<file path="src/verilog/mac_defines.svh">
// Widths and divider count; MAC_CLK_DIV must be 1 or more and data width is always twice half width
`ifndef MAC_DEFINES_SVH
`define MAC_DEFINES_SVH

// Half of the operand width
// The serial multiply takes twice this many steps
`define MAC_HALF_W 8

// Operand and accumulator width
// All arithmetic wraps modulo 2**MAC_DATA_W
`define MAC_DATA_W (2 * `MAC_HALF_W)

// Clock cycles per serial step minus one
// Any value of 1 or more is accepted
`define MAC_CLK_DIV 3

// Opcode field width of a host command
`define MAC_OP_W 2

// Result operation field width
`define MAC_RES_OP_W 2

`endif

</file>
<file path="src/verilog/mac_pkg.sv">
// Shared types for the MAC unit; struct widths follow mac_defines.svh and change only through it
`include "mac_defines.svh"

package mac_pkg;

    // Host opcodes
    typedef enum logic [`MAC_OP_W-1:0] {
        OP_CLEAR = 2'd0,
        OP_LOAD  = 2'd1,
        OP_MAC   = 2'd2,
        OP_RELU  = 2'd3
    } opcode_e;

    // Single-cycle accumulator actions
    typedef enum logic [`MAC_RES_OP_W-1:0] {
        RES_CLEAR = 2'd0,
        RES_LOAD  = 2'd1,
        RES_RELU  = 2'd2
    } res_op_e;

    // Command word from the host
    typedef struct packed {
        opcode_e                        op;
        logic signed [`MAC_DATA_W-1:0]  a;
        logic signed [`MAC_DATA_W-1:0]  b;
    } mac_cmd_t;

    // Operands for the serial executer
    typedef struct packed {
        logic signed [`MAC_DATA_W-1:0]  a;
        logic signed [`MAC_DATA_W-1:0]  b;
    } exec_req_t;

    // One-cycle update of the accumulator
    typedef struct packed {
        res_op_e                        op;
        logic signed [`MAC_DATA_W-1:0]  value;
    } res_req_t;

endpackage

</file>
<file path="src/verilog/mac_decode.sv">
// Command capture and dispatch; strobes arriving while busy are dropped, there is no queue
`timescale 1ns/1ps
`include "mac_defines.svh"

module mac_decode (
    input  logic                clk_i,
    input  logic                rstn_i,
    input  logic                cmd_valid_i,
    input  mac_pkg::mac_cmd_t   cmd_i,
    input  logic                done_i,
    output logic                busy_o,
    output logic                exec_start_o,
    output mac_pkg::exec_req_t  exec_req_o,
    output logic                res_strobe_o,
    output mac_pkg::res_req_t   res_req_o
);

    logic               busy_q;
    logic               capture;
    logic               is_mac;
    logic               exec_start_q;
    logic               res_strobe_q;
    mac_pkg::exec_req_t exec_req_q;
    mac_pkg::res_req_t  res_req_q;
    mac_pkg::res_req_t  res_req_d;

    // Only an idle unit accepts a command
    assign capture = cmd_valid_i && !busy_q;
    assign is_mac  = (cmd_i.op == mac_pkg::OP_MAC);

    // Map the single-cycle opcodes onto result actions
    always_comb begin
        res_req_d.op    = mac_pkg::RES_CLEAR;
        res_req_d.value = '0;
        case (cmd_i.op)
            mac_pkg::OP_LOAD: begin
                res_req_d.op    = mac_pkg::RES_LOAD;
                res_req_d.value = cmd_i.a;
            end
            mac_pkg::OP_RELU: begin
                res_req_d.op = mac_pkg::RES_RELU;
            end
            default: begin
                res_req_d.op = mac_pkg::RES_CLEAR;
            end
        endcase
    end

    // Busy from capture until the result stage reports completion
    always_ff @(posedge clk_i) begin
        if (!rstn_i) begin
            busy_q <= 1'b0;
        end else if (capture) begin
            busy_q <= 1'b1;
        end else if (done_i) begin
            busy_q <= 1'b0;
        end
    end

    // Strobes leave one cycle after capture
    always_ff @(posedge clk_i) begin
        if (!rstn_i) begin
            exec_start_q <= 1'b0;
            res_strobe_q <= 1'b0;
        end else begin
            exec_start_q <= capture && is_mac;
            res_strobe_q <= capture && !is_mac;
        end
    end

    always_ff @(posedge clk_i) begin
        if (capture) begin
            exec_req_q.a <= cmd_i.a;
            exec_req_q.b <= cmd_i.b;
            res_req_q    <= res_req_d;
        end
    end

    assign busy_o       = busy_q;
    assign exec_start_o = exec_start_q;
    assign exec_req_o   = exec_req_q;
    assign res_strobe_o = res_strobe_q;
    assign res_req_o    = res_req_q;

endmodule

</file>
<file path="src/verilog/mac_serial_exec.sv">
// Bit-serial signed MAC; operands and acc are sampled on start only, result wraps, no saturation
`timescale 1ns/1ps
`include "mac_defines.svh"

module mac_serial_exec (
    input  logic                            clk_i,
    input  logic                            rstn_i,
    input  logic                            start_i,
    input  mac_pkg::exec_req_t              req_i,
    input  logic signed [`MAC_DATA_W-1:0]   acc_i,
    output logic                            done_o,
    output logic signed [`MAC_DATA_W-1:0]   sum_o
);

    // One serial step per multiplier bit
    localparam int STEPS = 2 * `MAC_HALF_W;
    localparam int CNT_W = $clog2(STEPS + 1);
    localparam int DIV_W = $clog2(`MAC_CLK_DIV + 1);

    localparam logic [CNT_W-1:0] STEP_LAST = CNT_W'(STEPS - 1);
    // Counter parks here when no multiply is running
    localparam logic [CNT_W-1:0] STEP_IDLE = CNT_W'(STEPS);
    localparam logic [DIV_W-1:0] DIV_LAST  = DIV_W'(`MAC_CLK_DIV);

    logic [CNT_W-1:0]               step_cnt;
    logic [DIV_W-1:0]               div_cnt;
    logic                           active;
    logic                           step_en;
    logic                           done_q;
    logic signed [`MAC_DATA_W-1:0]  mcand_q;
    logic signed [`MAC_DATA_W-1:0]  mplier_q;
    logic signed [`MAC_DATA_W-1:0]  sum_q;

    assign active  = (step_cnt != STEP_IDLE);
    // A step happens on each divider wrap
    assign step_en = active && (div_cnt == DIV_LAST);

    // Clock divider, restarted by start
    always_ff @(posedge clk_i) begin
        if (!rstn_i) begin
            div_cnt <= '0;
        end else if (start_i || step_en) begin
            div_cnt <= '0;
        end else if (active) begin
            div_cnt <= div_cnt + 1'b1;
        end
    end

    // Step counter
    always_ff @(posedge clk_i) begin
        if (!rstn_i) begin
            step_cnt <= STEP_IDLE;
        end else if (start_i) begin
            step_cnt <= '0;
        end else if (step_en) begin
            step_cnt <= step_cnt + 1'b1;
        end
    end

    // Single done pulse after the last step
    always_ff @(posedge clk_i) begin
        if (!rstn_i) begin
            done_q <= 1'b0;
        end else begin
            done_q <= step_en && (step_cnt == STEP_LAST) && !start_i;
        end
    end

    // Shift-add datapath
    always_ff @(posedge clk_i) begin
        if (start_i) begin
            sum_q    <= acc_i;
            mcand_q  <= req_i.a;
            mplier_q <= req_i.b;
        end else if (step_en) begin
            if (mplier_q[0]) begin
                sum_q <= sum_q + mcand_q;
            end
            // Bits shifted past the top drop out, which gives the modulo wrap
            mcand_q  <= mcand_q <<< 1;
            mplier_q <= mplier_q >>> 1;
        end
    end

    assign done_o = done_q;
    assign sum_o  = sum_q;

endmodule

</file>
<file path="src/verilog/mac_result.sv">
// Accumulator owner; the two input strobes are assumed never to arrive in the same cycle
`timescale 1ns/1ps
`include "mac_defines.svh"

module mac_result (
    input  logic                            clk_i,
    input  logic                            rstn_i,
    input  logic                            res_strobe_i,
    input  mac_pkg::res_req_t               res_req_i,
    input  logic                            exec_done_i,
    input  logic signed [`MAC_DATA_W-1:0]   exec_sum_i,
    output logic signed [`MAC_DATA_W-1:0]   acc_o,
    output logic                            done_o
);

    logic signed [`MAC_DATA_W-1:0]  acc_q;
    logic signed [`MAC_DATA_W-1:0]  acc_d;
    logic                           acc_neg;
    logic                           done_q;

    assign acc_neg = acc_q[`MAC_DATA_W-1];

    // Next accumulator value
    always_comb begin
        acc_d = acc_q;
        if (res_strobe_i) begin
            case (res_req_i.op)
                mac_pkg::RES_CLEAR: begin
                    acc_d = '0;
                end
                mac_pkg::RES_LOAD: begin
                    acc_d = res_req_i.value;
                end
                mac_pkg::RES_RELU: begin
                    // Clamp negatives to zero
                    if (acc_neg) begin
                        acc_d = '0;
                    end
                end
                default: begin
                    acc_d = acc_q;
                end
            endcase
        end else if (exec_done_i) begin
            acc_d = exec_sum_i;
        end
    end

    // Accumulator starts at zero after reset
    always_ff @(posedge clk_i) begin
        if (!rstn_i) begin
            acc_q <= '0;
        end else begin
            acc_q <= acc_d;
        end
    end

    // Done one cycle after either strobe
    always_ff @(posedge clk_i) begin
        if (!rstn_i) begin
            done_q <= 1'b0;
        end else begin
            done_q <= res_strobe_i || exec_done_i;
        end
    end

    assign acc_o  = acc_q;
    assign done_o = done_q;

endmodule

</file>
<file path="src/verilog/mac_unit_top.sv">
// MAC unit top; the host must wait for busy_o low, since strobes while busy are ignored
`timescale 1ns/1ps
`include "mac_defines.svh"

module mac_unit_top (
    input  logic                            clk_i,
    input  logic                            rstn_i,
    input  logic                            cmd_valid_i,
    input  mac_pkg::mac_cmd_t               cmd_i,
    output logic                            busy_o,
    output logic                            done_o,
    output logic signed [`MAC_DATA_W-1:0]   acc_o
);

    logic                           exec_start;
    mac_pkg::exec_req_t             exec_req;
    logic                           res_strobe;
    mac_pkg::res_req_t              res_req;
    logic                           exec_done;
    logic signed [`MAC_DATA_W-1:0]  exec_sum;

    mac_decode i_decode (
        .clk_i        (clk_i),
        .rstn_i       (rstn_i),
        .cmd_valid_i  (cmd_valid_i),
        .cmd_i        (cmd_i),
        .done_i       (done_o),
        .busy_o       (busy_o),
        .exec_start_o (exec_start),
        .exec_req_o   (exec_req),
        .res_strobe_o (res_strobe),
        .res_req_o    (res_req)
    );

    // Accumulator feeds back into the executer
    mac_serial_exec i_exec (
        .clk_i   (clk_i),
        .rstn_i  (rstn_i),
        .start_i (exec_start),
        .req_i   (exec_req),
        .acc_i   (acc_o),
        .done_o  (exec_done),
        .sum_o   (exec_sum)
    );

    mac_result i_result (
        .clk_i        (clk_i),
        .rstn_i       (rstn_i),
        .res_strobe_i (res_strobe),
        .res_req_i    (res_req),
        .exec_done_i  (exec_done),
        .exec_sum_i   (exec_sum),
        .acc_o        (acc_o),
        .done_o       (done_o)
    );

endmodule

</file>
<file path="config.mk">
export PLATFORM = sky130hd
export DESIGN_NAME = mac_unit_top
export DESIGN_NICKNAME = d
export VERILOG_FILES = /design/src/verilog/mac_pkg.sv /design/src/verilog/mac_decode.sv /design/src/verilog/mac_serial_exec.sv /design/src/verilog/mac_result.sv /design/src/verilog/mac_unit_top.sv
export VERILOG_INCLUDE_DIRS = /design/src /design/src/verilog
export SDC_FILE = /design/constraint.sdc
export NUM_CORES = 1
export LEC_CHECK = 0
export ABC_CLOCK_PERIOD_IN_PS = 4900
export BUFFER_PORTS_ARGS = -buffer_cell sky130_fd_sc_hd__buf_2
export CAP_MARGIN = 5
export CORE_UTILIZATION = 55
export DETAILED_ROUTE_END_ITERATION = 12
export PLACE_DENSITY_LB_ADDON = 0.1
export RECOVER_POWER = 50
export SETUP_SLACK_MARGIN = 0.4
export SYNTH_ARGS = -nofsm -noshare
export SYNTH_HDL_FRONTEND = slang
export SYNTH_SLANG_ARGS = --single-unit
</file>
<file path="constraint.sdc">
create_clock -name clk_i -period 4.9 [get_ports clk_i]
set_clock_uncertainty 0.1 [all_clocks]
set_input_delay 1.47 -clock clk_i [delete_from_list [all_inputs] [get_ports clk_i]]
set_output_delay 1.47 -clock clk_i [all_outputs]
set_load 0.05 [all_outputs]
</file>
Word-level counts from Yosys, hierarchy flattened

Cells that the tools add are included.

Add/subtract/negate cells: 3
Equality and inequality tests: 10
Muxes and demuxes: 16
Bitwise operators: 1
Reductions and logical operators: 21

Operators by type and width:

| operator                                                                 | number |
|---|---|
| 16-bit two-way mux                                                       | 8 |
| 16-bit one-hot mux with 3 select lines                                   | 1 |
| 15-bit two-way mux                                                       | 2 |
| 16-bit adder                                                             | 1 |
| 5-bit two-way mux                                                        | 2 |
| 2-bit equality test (second input constant)                              | 4 |
| 2-bit nonzero test                                                       | 4 |
| 1-bit logical AND                                                        | 6 |
| 5-bit by 1-bit adder with 5-bit output (second input constant)           | 1 |
| 5-bit by 4-bit equality test with 1-bit output (second input constant)   | 1 |
| 5-bit inequality test (second input constant)                            | 1 |
| 2-bit by 1-bit equality test with 1-bit output (second input constant)   | 2 |
| 4-bit by 1-bit inequality test with 1-bit output (second input constant) | 1 |
| 2-bit one-hot mux with 2 select lines                                    | 1 |
| 2-bit AND reduction                                                      | 2 |
| 2-bit OR reduction                                                       | 2 |
| 1-bit zero test                                                          | 3 |
| 3-bit by 2-bit inequality test with 1-bit output (second input constant) | 1 |
| 3-bit AND reduction                                                      | 1 |
| 2-bit by 1-bit adder with 2-bit output (second input constant)           | 1 |
| 2-bit zero test                                                          | 1 |
| 1-bit logical OR                                                         | 2 |
| 1-bit two-way mux                                                        | 2 |
| 1-bit inverter                                                           | 1 |

Bits in registers: 126
Bits of input ports: 37
Output and inout port bits: 18
Logic and storage cells: 69

Depth between registers and ports, before layout

Gate-level depths: netlist (run 1).

Depth after elaboration: 4
Mapped depth: 8
Gate-level depth less buffers: 7

Cells and area by module

From an unflattened synthesis (run 1), not the netlist that was laid out.

Cell total of the unflattened synthesis: 465
Area, all modules: 5,859.4 um^2

By module, submodules not included:

| module          | times used | cells each | area an instance (um^2) | seq. area each (um^2) |
|---|---|---|---|---|
| mac_serial_exec | 1          | 271        | 3,145.5                 | 1,601.5 |
| mac_decode      | 1          | 79         | 1,757.9                 | 1,561.5 |
| mac_result      | 1          | 115        | 955.9                   | 340.3 |

Worst setup path after synthesis (run 1)

OpenSTA, ideal clock, no wires.

Kind: input port to flip-flop
Start: in cmd_valid_i
End: reg i_decode.exec_start_q (netlist: i_decode.exec_start_o)
Library setup time: 85 ps
Arrival time: 4,164 ps
Required time: 4,715 ps
Slack: 551 ps
Stages: 3
Buffers on the path: 0
Path through: nor2b_1 -> nand2_1 -> nor3b_1

Word-level cells in the longest chain between the ends: 2

RTL lines:

| item                   | line              | source |
|---|---|---|
| start: declaration     | mac_unit_top.sv:8 | `input logic cmd_valid_i,` |
| 1-bit logical AND      | mac_decode.sv:28  | `assign capture = cmd_valid_i && !busy_q;` |
| 1-bit logical AND      | mac_decode.sv:66  | `exec_start_q <= capture && is_mac;` |
| end signal: assignment | mac_decode.sv:66  |  |
| end: declaration       | mac_decode.sv:21  | `logic exec_start_q;` |

No other way between the ends.
A chain may end at the register's enable or synchronous reset.

Worst setup path after layout (run 1)

Start: reg i_result.acc_q[15] (netlist: i_result.acc_o[15])
End: out acc_o[15]

RTL lines:

| item                     | line               | source |
|---|---|---|
| start: declaration       | mac_result.sv:16   | `` logic signed [`MAC_DATA_W-1:0] acc_q; `` |
| start signal: assignment | mac_result.sv:52   | `acc_q <= '0;` |
| start signal: assignment | mac_result.sv:54   | `acc_q <= acc_d;` |
| end: declaration         | mac_unit_top.sv:12 | `` output logic signed [`MAC_DATA_W-1:0] acc_o `` |

No word-level cell between the ends.

==> results of run 1 <==
==> power by group <==
group          switching [mW]  internal (mW)
registers              0.0181           1.20
clock network           0.427          0.796
logic                   0.100         0.0509
==> cells in the final DEF, fill, tap and decap left out, types with 7 or more instances in the layout <==
master and n:
inv_1 10, xnor2_1 7, clkbuf_1 17, buf_2 43, a22oi_1 17, mux2_2 32
edfxtp_1 98, o211a_1 19, nand2_1 42, and2_0 11, and2_1 10, clkbuf_16 16
ha_1 19, nor2_1 17, dfxtp_1 28, o21ai_0 20, a21oi_1 20
==> through the flow <==
| stage | cells | area [sq um] |
|---|---|---|
| after floorplan | 429 | 5660 |
| after global placement | 603 | 6040 |
| after detailed placement | 603 | 6040 |
| after CTS | 635 | 6620 |
| after global routing | 635 | 6580 |
| final | 635 | 6580 |
==> synthesized netlist by cell type (10+ instances only) <==
cell type | instances | area, sq um
a21oi_1 | 19 | 95.1
a22oi_1 | 17 | 128
and2_1 | 21 | 131
dfxtp_1 | 28 | 561
edfxtp_1 | 98 | 2940
ha_1 | 19 | 238
inv_1 | 10 | 37.5
mux2_2 | 32 | 360
nand2_1 | 42 | 158
nor2_1 | 17 | 63.8
o211a_1 | 19 | 190
o21ai_0 | 19 | 95.1
==> worst min-delay path, stage by stage, from the launching register on <==
cell     delay (ns)
dfxtp_1        0.31
nor2_1         0.05
nor2b_1        0.09
==> sequential cells by signal, indices dropped and copies added (netlist names) <==
signal                 cells
i_decode.res_strobe_o      1
i_decode.res_req_o        18
i_exec.done_o              1
i_result.acc_o            16
i_result.done_o            1
i_exec.sum_o              16
i_exec.step_cnt            5
i_exec.mcand_q            16
i_exec.div_cnt             2
i_decode.busy_o            1
i_exec.mplier_q           16
i_decode.exec_start_o      1
i_decode.exec_req_o       32
==> routing by layer <==
| layer | up-vias | global-route usage, % | routed length [um] |
|---|---|---|---|
| met3 | 13 | 6.65 | 489 |
| met1 | 1740 | 28.4 | 4870 |
| met5 | - | 0 | 0 |
| met4 | 0 | 9.53 | 124 |
| li1 | 1741 | - | - |
| met2 | 82 | 36.4 | 5460 |
==> cell type report <==
class / count / area, sq um / share of cell area (%)
Clock inverter: 8 / 115 / 1.75
Inverter: 11 / 41.3 / 0.627
Timing Repair Buffer: 58 / 283 / 4.30
Sequential cell: 126 / 3500 / 53.2
Clock buffer: 24 / 460 / 7.00
Multi-Input combinational cell: 275 / 2010 / 30.6
Tap cell: 133 / 166 / 2.53
==> logic make-up (layout without fill, tap and decap cells) <==
kind of cell | count (synthesis) | count (layout) | share of synthesized area (%)
muxes | 33 | 33 | 6.54
xor gates and xnor gates | 13 | 13 | 2.01
adders and majority gates | 20 | 20 | 4.55
buffers and inverters | 28 | 101 | 2.34
and+or+nand+nor | 106 | 106 | 9.37
AOI/OAI and AO/OA | 103 | 103 | 13.3
DFF | 126 | 126 | 61.9
==> path summary, 6_finish.rpt <==
check / startpoint / to / slack [ns] / depth (start not counted)
worst max-delay path: i_result.acc_o[15]$_SDFFE_PN0P_ / acc_o[15] / 2.13 / 1
worst min-delay path: i_exec.done_o$_SDFF_PN0_ / i_result.done_o$_SDFF_PN0_ / 0.40 / 2
worst max register to register: i_exec.sum_o[0]$_DFFE_PP_ / i_exec.sum_o[12]$_DFFE_PP_ / 2.31 / 7
worst min register to register: i_exec.done_o$_SDFF_PN0_ / i_result.done_o$_SDFF_PN0_ / 0.40 / 2
==> flow_summary.json, run 1 <==
{
  "crit_arrival_ns": 1.20,
  "place.gp.congestion": 0.827,
  "ys_seq_area_share_pct": 61.9,
  "crit_type": "flip-flop to output port",
  "finalSetupViolCount": 0,
  "clk_path_buf_depth": 2,
  "grtUsageTotal_pct": 22.5,
  "firstDrtPassIters": 5,
  "ant_nets": 0,
  "num_rows": 36,
  "fin_tns_setup_ns": 0,
  "cts_sinks": 126,
  "drv_slew": 0,
  "grt_pass1_wl_um": 17400,
  "critPathCaptureType": "output port",
  "final_core_util_pct": 66.7,
  "drc_errors": 0,
  "drt_iter0_markers": 200,
  "p_leak_nw": 2.60,
  "numPortBuffers": 54,
  "avgSynthCellArea_sq_um": 13.2,
  "hold_viol": 0,
  "power_density_nw_per_um2": 393,
  "slowest_delay_ns": 0.39,
  "ir_worst_vdd_v": 0.000301,
  "cts_inserted_buffers": 17,
  "path_clk_slew_ns": 0.06,
  "max-slew-margin-rel_pct": 22.9,
  "outcome": "complete, no violations",
  "die_w_um": 103,
  "crit_family": "flip-flops",
  "drive_gt1_share_pct": 22.1,
  "syn2layout_area_growth_pct": 16.3,
  "htree_levels": 4,
  "crit_chain": "buf_2",
  "cts_setup_buffers": 0,
  "setup_slack_ns": 2.13,
  "n_fill_cell": 739,
  "diodes": 0,
  "antenna_found_initial": 0,
  "routed_wl_um": 10900,
  "cts-resized-gates": 0,
  "clock-root-buffer": "clkbuf_8",
  "holdBufCountCts": 0,
  "gr-total-overflow": 0,
  "wl_per_cell_um": 17.2,
  "timing.final.crit_share_pct": 56.5,
  "synth_cell_types": 52,
  "dieArea_sq_um": 10700,
  "cp_max_fo": 4,
  "max_freq_mhz": 361,
  "synth_warnings": 0,
  "place_ws_ns": 2.11,
  "fin_crit_ns": 2.77,
  "via_count": 3576,
  "hold_slack_ns": 0.396,
  "netlist_area_sq_um": 5660,
  "core_sq_um": 9860,
  "tightestPinTransition_ns": 1.16,
  "holdCritPathClass": "flip-flop to flip-flop",
  "initial_utilization_pct": 57.4,
  "die_h_um": 103,
  "viasPerCell": 5.63,
  "maxCapViolCount": 0,
  "rsz0062_at_grt": "no",
  "synth-async-reset-ratio_pct": 0,
  "finalPower_mw": 2.59,
  "worstPathRequired_ns": 3.33,
  "grt_max_degree": 64,
  "synthFlopType": "edfxtp_1",
  "syn_inst": 429,
  "layout.nets": 546,
  "io_pins": 55,
  "hpwl_um": 6870,
  "critPathLaunchType": "flip-flop",
  "cts_tree": "done",
  "cp_slowest_cell": "dfxtp_1",
  "synth_edf_count": 98,
  "grt_pass1_vias": 3546,
  "synth-seq-cells": 126,
  "clk_latency_ns": 0.52,
  "critPathBufInv": 1,
  "synth_fp_nets": 486
}
(Power assumes the default switching activity.)
==> run 2: changes to the inputs <==
Settings changed: ABC_AREA set to 1, ABC_CLOCK_PERIOD_IN_PS 4900 to 2300, CORE_UTILIZATION 55 to 53.
Clock period 4.9 ns to 2.3 ns, I/O delays scaled along.
==> run 2 against run 1 <==
Final area grew 12%. First-iteration DRC count grew 44%. Clock-buffer cell count fell by 3. Synthesized cell count rose by 50%. Setup slack got worse by 1.8 ns. Combinational power increased to 3.0 times the previous value. Power is 130% higher. Flip-flop and latch count stayed put. Global-route usage rose by 1.3 points.
==> flow_summary.json, run 2 <==
{
  "grt_max_degree": 52,
  "fin_crit_ns": 1.94,
  "hold_viol": 0,
  "hp-start": "cmd_i[0]",
  "num_rows": 38,
  "grtUsageTotal_pct": 23.9,
  "layout.nets": 772,
  "max-slew-margin-rel_pct": 12.4,
  "timing.final.crit_share_pct": 84.5,
  "power_density_nw_per_um2": 804,
  "regArea_sq_um": 3530,
  "crit_arrival_ns": 2.13,
  "via_count": 4416,
  "synth_warnings": 0,
  "htree_levels": 4,
  "pwr-share-comb_pct": 7.7,
  "fin_tns_setup_ns": 0,
  "layout_common_cells": "nand2_1, edfxtp_1, inv_1",
  "cts_inserted_buffers": 17,
  "die_w_um": 107,
  "critPathCaptureType": "flip-flop",
  "synth_common_cells": "nand2_1, edfxtp_1, inv_1, nor2_1, o21ai_0",
  "hold_depth": 1,
  "drt_iter0_markers": 287,
  "placed_cells": 825,
  "synth.top_cells.by_area": "edfxtp_1, nand2_1, dfxtp_1, inv_1, ha_1",
  "synth-seq-cells": 126,
  "whs_endpoint": "i_decode.exec_req_o[0]$_DFFE_PP_",
  "clk_path_buf_depth": 2,
  "power.switching_mw": 1.33,
  "synth_edf_count": 98,
  "reg2reg_depth": 9,
  "worstPathRequired_ns": 2.48,
  "r2r_slack_ns": 0.36,
  "core_sq_um": 10800,
  "grt_pass1_wl_um": 20200,
  "setup_slack_ns": 0.356,
  "tightestPinTransition_ns": 1.31,
  "cp_max_fo": 4,
  "syn2layout_area_growth_pct": 25.1,
  "initial_utilization_pct": 54.3,
  "numPortBuffers": 54,
  "place_ws_ns": 0.250,
  "stdcell_count": 868,
  "hpwl_um": 8200,
  "largest_register_ffs": 32,
  "finalSetupViolCount": 0,
  "cts_sinks": 126,
  "path_clk_slew_ns": 0.06,
  "outcome": "complete, no violations",
  "viasPerCell": 5.09,
  "reg2reg_from": "i_exec.sum_o[0]$_DFFE_PP_",
  "final_common_cell": "nand2_1",
  "grt_pass1_vias": 4203,
  "p_clk_share_pct": 47.6,
  "die_h_um": 107,
  "switching_share_pct": 22.5,
  "ir_worst_vdd_v": 0.000715,
  "synthFlopType": "edfxtp_1",
  "hold_slack_ns": 0.219,
  "drv_slew": 0,
  "finalPower_mw": 5.90,
  "multi_input_area_sq_um": 2130,
  "ys_seq_area_share_pct": 59.7,
  "synth_most_common_cell": "nand2_1",
  "netlist_area_sq_um": 5870,
  "rsz0062_at_grt": "yes",
  "drc_errors": 0,
  "ant_nets": 0,
  "clk_latency_ns": 0.54,
  "synth_top_cell_by_area": "edfxtp_1",
  "drive_gt1_share_pct": 19.8,
  "synth.top_cell.area_share_pct": 50.2,
  "critPathLaunchType": "flip-flop",
  "internal_power_mw": 4.57,
  "crit_type": "flip-flop to flip-flop",
  "syn_inst": 642,
  "holdCritPathClass": "input port to flip-flop",
  "avgSynthCellArea_sq_um": 9.14,
  "io_pins": 55,
  "diodes": 0,
  "synth_fp_nets": 699,
  "maxCapViolCount": 0,
  "place.gp.congestion": 0.815,
  "holdBufCountCts": 0,
  "dieArea_sq_um": 11500,
  "synth_cell_types": 34,
  "synth-async-reset-ratio_pct": 0,
  "rr_endpoint": "i_exec.sum_o[6]$_DFFE_PP_",
  "max_freq_mhz": 514,
  "wl_per_cell_um": 14.8,
  "antenna_found_initial": 0,
  "p_seq_share_pct": 44.6,
  "cts_tree": "done",
  "gr-total-overflow": 0,
  "clock-root-buffer": "clkbuf_8",
  "n_fill_cell": 854,
  "p_leak_nw": 3.22,
  "routed_wl_um": 12900,
  "crit_path_start": "i_exec.sum_o[0]$_DFFE_PP_",
  "firstDrtPassIters": 5
}
[run 2: cell types whose count changed in the layout (fill, tap and decap cells not counted), moves of 19 or more]
cell and change:
nor2_1 +20, mux2_2 -32, inv_1 +70, buf_2 -21, nand2_1 +177, o211a_1 -19
nand3_1 +19
[run 2: kinds of logic after synthesis]
kind of cell    synth area share, %
flops                          59.7
buf+inv                        7.25
fa+ha+maj                      4.39
compound gates                 6.66
xor+xnor                      0.448
simple gates                   21.5
[run 2: layout make-up]
type	count	share of cell area (%)
Sequential cell	126	48.1
Inverter	84	4.50
Timing Repair Buffer	75	7.57
Multi-Input combinational cell	411	29.0
Clock inverter	11	2.22
Clock buffer	21	6.26
Tap cell	140	2.39
[run 2: worst max-delay path by stage]
stage                                       end  cells after the start  slack, ns
2_1_floorplan  i_decode.exec_req_o[0]$_DFFE_PP_                      2       0.32
3_3_place_gp          i_exec.sum_o[6]$_DFFE_PP_                      9       0.32
3_5_place_dp          i_exec.sum_o[6]$_DFFE_PP_                      9       0.25
4_1_cts               i_exec.sum_o[6]$_DFFE_PP_                      9       0.33
5_1_grt        i_decode.res_strobe_o$_SDFF_PN0_                      4       0.22
6_report              i_exec.sum_o[6]$_DFFE_PP_                      9       0.36
[run 2: stage by stage]
| step | instance area, sq um | utilization, % |
|---|---|---|
| after floorplan | 5890 | - |
| after global placement | 6370 | 59.0 |
| after detailed placement | 6370 | 59.0 |
| after CTS | 7140 | 66.1 |
| after global routing | 7340 | 68.0 |
| final | 7340 | 68.0 |
[run 2: power by group through the flow]
stage / clock [mW] / sequential [mW] / combinational [mW]
after floorplan: 0 / 2.73 / 0.210
after global placement: 0 / 2.66 / 0.416
after detailed placement: 0 / 2.67 / 0.424
after CTS: 2.85 / 2.63 / 0.454
after global routing: 2.96 / 2.64 / 0.502
final: 2.81 / 2.63 / 0.455
[run 2: layer usage]
layer | global-route usage [%] | routed length [um] | vias to the layer above
met1 | 30.1 | 5670 | 2039
met3 | 6.99 | 668 | 27
met4 | 11.3 | 317 | 0
met2 | 37.7 | 6220 | 119
met5 | 0 | 0 | -
li1 | - | - | 2231
[run 2: worst max-delay path, cell delays in order, from the launching register on]
cell	delay (ns)
edfxtp_1	0.40
ha_2	0.22
fa_2	0.35
nand2_2	0.09
nand2_2	0.06
nand3_2	0.08
nand2_4	0.07
or2_0	0.20
nand3_1	0.06
o21ai_1	0.06
[run 2: repair_timing]
action | CTS | global route
resized for setup | 56 | 35
endpoints found under the setup margin | 63 | 65
buffers inserted | 0 | 11
pin swaps | 6 | 11
hold endpoints to repair | 0 | 0
==> run 3: changes to the inputs <==
Settings changed: ABC_CLOCK_PERIOD_IN_PS 2300 to 1600.
Clock period 2.3 ns to 1.6 ns, I/O delays scaled along.
==> run 3 against run 2 <==
The run now ends with negative setup slack left. Non-clock buffer count is 76 higher. Hold slack worse by 0.19 ns. Highest routed layer unchanged. Largest power group unchanged. Maximum frequency is 0.24% higher. Register-to-register slack worse by 0.70 ns. Core utilization is 14 points higher.
==> flow_summary.json, run 3 (synthesis results as in run 2) <==
{
  "reg2reg_depth": 9,
  "p_seq_share_pct": 42.2,
  "clk_latency_ns": 0.53,
  "core_sq_um": 10800,
  "gr-total-overflow": 0,
  "regArea_sq_um": 3560,
  "firstDrtPassIters": 5,
  "antenna_found_initial": 0,
  "p_clk_share_pct": 45.6,
  "clock-root-buffer": "clkbuf_8",
  "rr_endpoint": "i_exec.sum_o[6]$_DFFE_PP_",
  "power.switching_mw": 2.22,
  "placed_cells": 857,
  "multi_input_area_sq_um": 2610,
  "cts_inserted_buffers": 17,
  "tightestPinTransition_ns": 0.599,
  "design_area_sq_um": 8820,
  "hold_slack_ns": 0.0265,
  "power_density_nw_per_um2": 1020,
  "io_pins": 55,
  "finalSetupViolCount": 28,
  "numPortBuffers": 54,
  "viasPerCell": 5.38,
  "hpwl_um": 8530,
  "dieArea_sq_um": 11500,
  "hold_depth": 1,
  "reg2reg_from": "i_exec.mcand_q[0]$_SDFFCE_PN0P_",
  "crit_arrival_ns": 2.11,
  "layout.nets": 848,
  "n_fill_cell": 591,
  "dpl-instance-area_sq_um": 6800,
  "internal_power_mw": 6.75,
  "routed_wl_um": 16300,
  "layout_common_cells": "nand2_1, edfxtp_1, inv_1",
  "switching_share_pct": 24.7,
  "outcome": "finished with violations",
  "initial_utilization_pct": 54.3,
  "place.gp.congestion": 0.891,
  "crit_type": "flip-flop to flip-flop",
  "final_core_util_pct": 81.7,
  "cts_sinks": 126,
  "drive_gt1_share_pct": 40.3,
  "drc_errors": 0,
  "grtUsageTotal_pct": 28.0,
  "ant_nets": 0,
  "grt_pass1_vias": 4745,
  "critPathLaunchType": "flip-flop",
  "rsz0062_at_grt": "yes",
  "final_common_cell": "nand2_1",
  "cp_max_fo": 4,
  "timing.final.crit_share_pct": 121,
  "r2r_slack_ns": -0.34,
  "die_w_um": 107,
  "maxCapViolCount": 0,
  "setup_slack_ns": -0.340,
  "whs_endpoint": "i_decode.exec_req_o[10]$_DFFE_PP_",
  "num_rows": 38,
  "stdcell_count": 944,
  "hp-start": "cmd_i[10]",
  "ir_worst_vdd_v": 0.000908,
  "violations": "negative setup slack",
  "drt_iter0_markers": 407,
  "largest_register_ffs": 32,
  "critPathCaptureType": "flip-flop",
  "pwr-share-comb_pct": 12.2,
  "grt_pass1_wl_um": 23800,
  "fin_crit_ns": 1.94,
  "cts_tree": "done",
  "max-slew-margin-rel_pct": 60.0,
  "via_count": 5074,
  "clk_path_buf_depth": 2,
  "wl_per_cell_um": 17.3,
  "htree_levels": 4,
  "die_h_um": 107,
  "worstPathRequired_ns": 1.78,
  "drv_slew": 0,
  "diodes": 0,
  "hold_viol": 0,
  "grt_max_degree": 58,
  "path_clk_slew_ns": 0.06,
  "holdCritPathClass": "input port to flip-flop",
  "syn2layout_area_growth_pct": 50.3,
  "place_ws_ns": -0.364,
  "max_freq_mhz": 516,
  "p_leak_nw": 3.81
}
run 3: per-stage QoR:
stage / setup TNS [ns] / power [mW]
after floorplan: -10.32 / 4.27
after global placement: -3.23 / 4.48
after detailed placement: -3.60 / 4.50
after CTS: -3.11 / 8.79
after global routing: -5.13 / 9.18
final: -3.60 / 8.96
run 3: worst max path at each step:
stage / from / end
2_1_floorplan: i_exec.mcand_q[0]$_SDFFCE_PN0P_ / i_exec.sum_o[6]$_DFFE_PP_
3_3_place_gp: i_exec.mcand_q[0]$_SDFFCE_PN0P_ / i_exec.sum_o[12]$_DFFE_PP_
3_5_place_dp: i_exec.mcand_q[0]$_SDFFCE_PN0P_ / i_exec.sum_o[6]$_DFFE_PP_
4_1_cts: i_exec.sum_o[0]$_DFFE_PP_ / i_exec.sum_o[6]$_DFFE_PP_
5_1_grt: i_exec.mcand_q[0]$_SDFFCE_PN0P_ / i_exec.sum_o[10]$_DFFE_PP_
6_report: i_exec.mcand_q[0]$_SDFFCE_PN0P_ / i_exec.sum_o[6]$_DFFE_PP_
run 3: per-layer routing:
| layer | vias up | GRT usage (%) | part of all wire (%) |
|---|---|---|---|
| met2 | 210 | 46.1 | 49 |
| li1 | 2406 | - | - |
| met5 | - | 0 | 0 |
| met3 | 45 | 4.98 | 6.8 |
| met4 | 0 | 12.5 | 3.3 |
| met1 | 2413 | 36.1 | 41 |
run 3: timing repair:
action / CTS / global route
cloned: 4 / 8
pin swaps: 29 / 22
resized for setup: 174 / 52
hold buffers: 0 / 0
buffers inserted: 31 / 12
endpoints found under the setup margin: 105 / 159
run 3: area by class of cell:
cell class / instances / share of cell area [%]
Tap cell: 140 / 1.99
Multi-Input combinational cell: 411 / 29.6
Sequential cell: 126 / 40.3
Inverter: 84 / 3.83
Clock inverter: 15 / 2.37
Timing Repair Buffer: 151 / 17.2
Clock buffer: 17 / 4.70
run 3: worst max-delay path, cell delays in order (launching register included):
cell,delay [ns]
edfxtp_1,0.40
ha_2,0.22
fa_2,0.35
nand2_2,0.09
nand2_2,0.08
nand3_2,0.07
nand2_2,0.07
or2_0,0.20
nand3_1,0.07
o21ai_1,0.06
run 3: power groups by stage:
stage / Combinational (mW) / Sequential [mW] / Clock (mW)
after floorplan: 0.344 / 3.92 / 0
after global placement: 0.656 / 3.83 / 0
after detailed placement: 0.671 / 3.83 / 0
after CTS: 0.921 / 3.77 / 4.09
after global routing: 1.16 / 3.79 / 4.23
final: 1.10 / 3.78 / 4.09
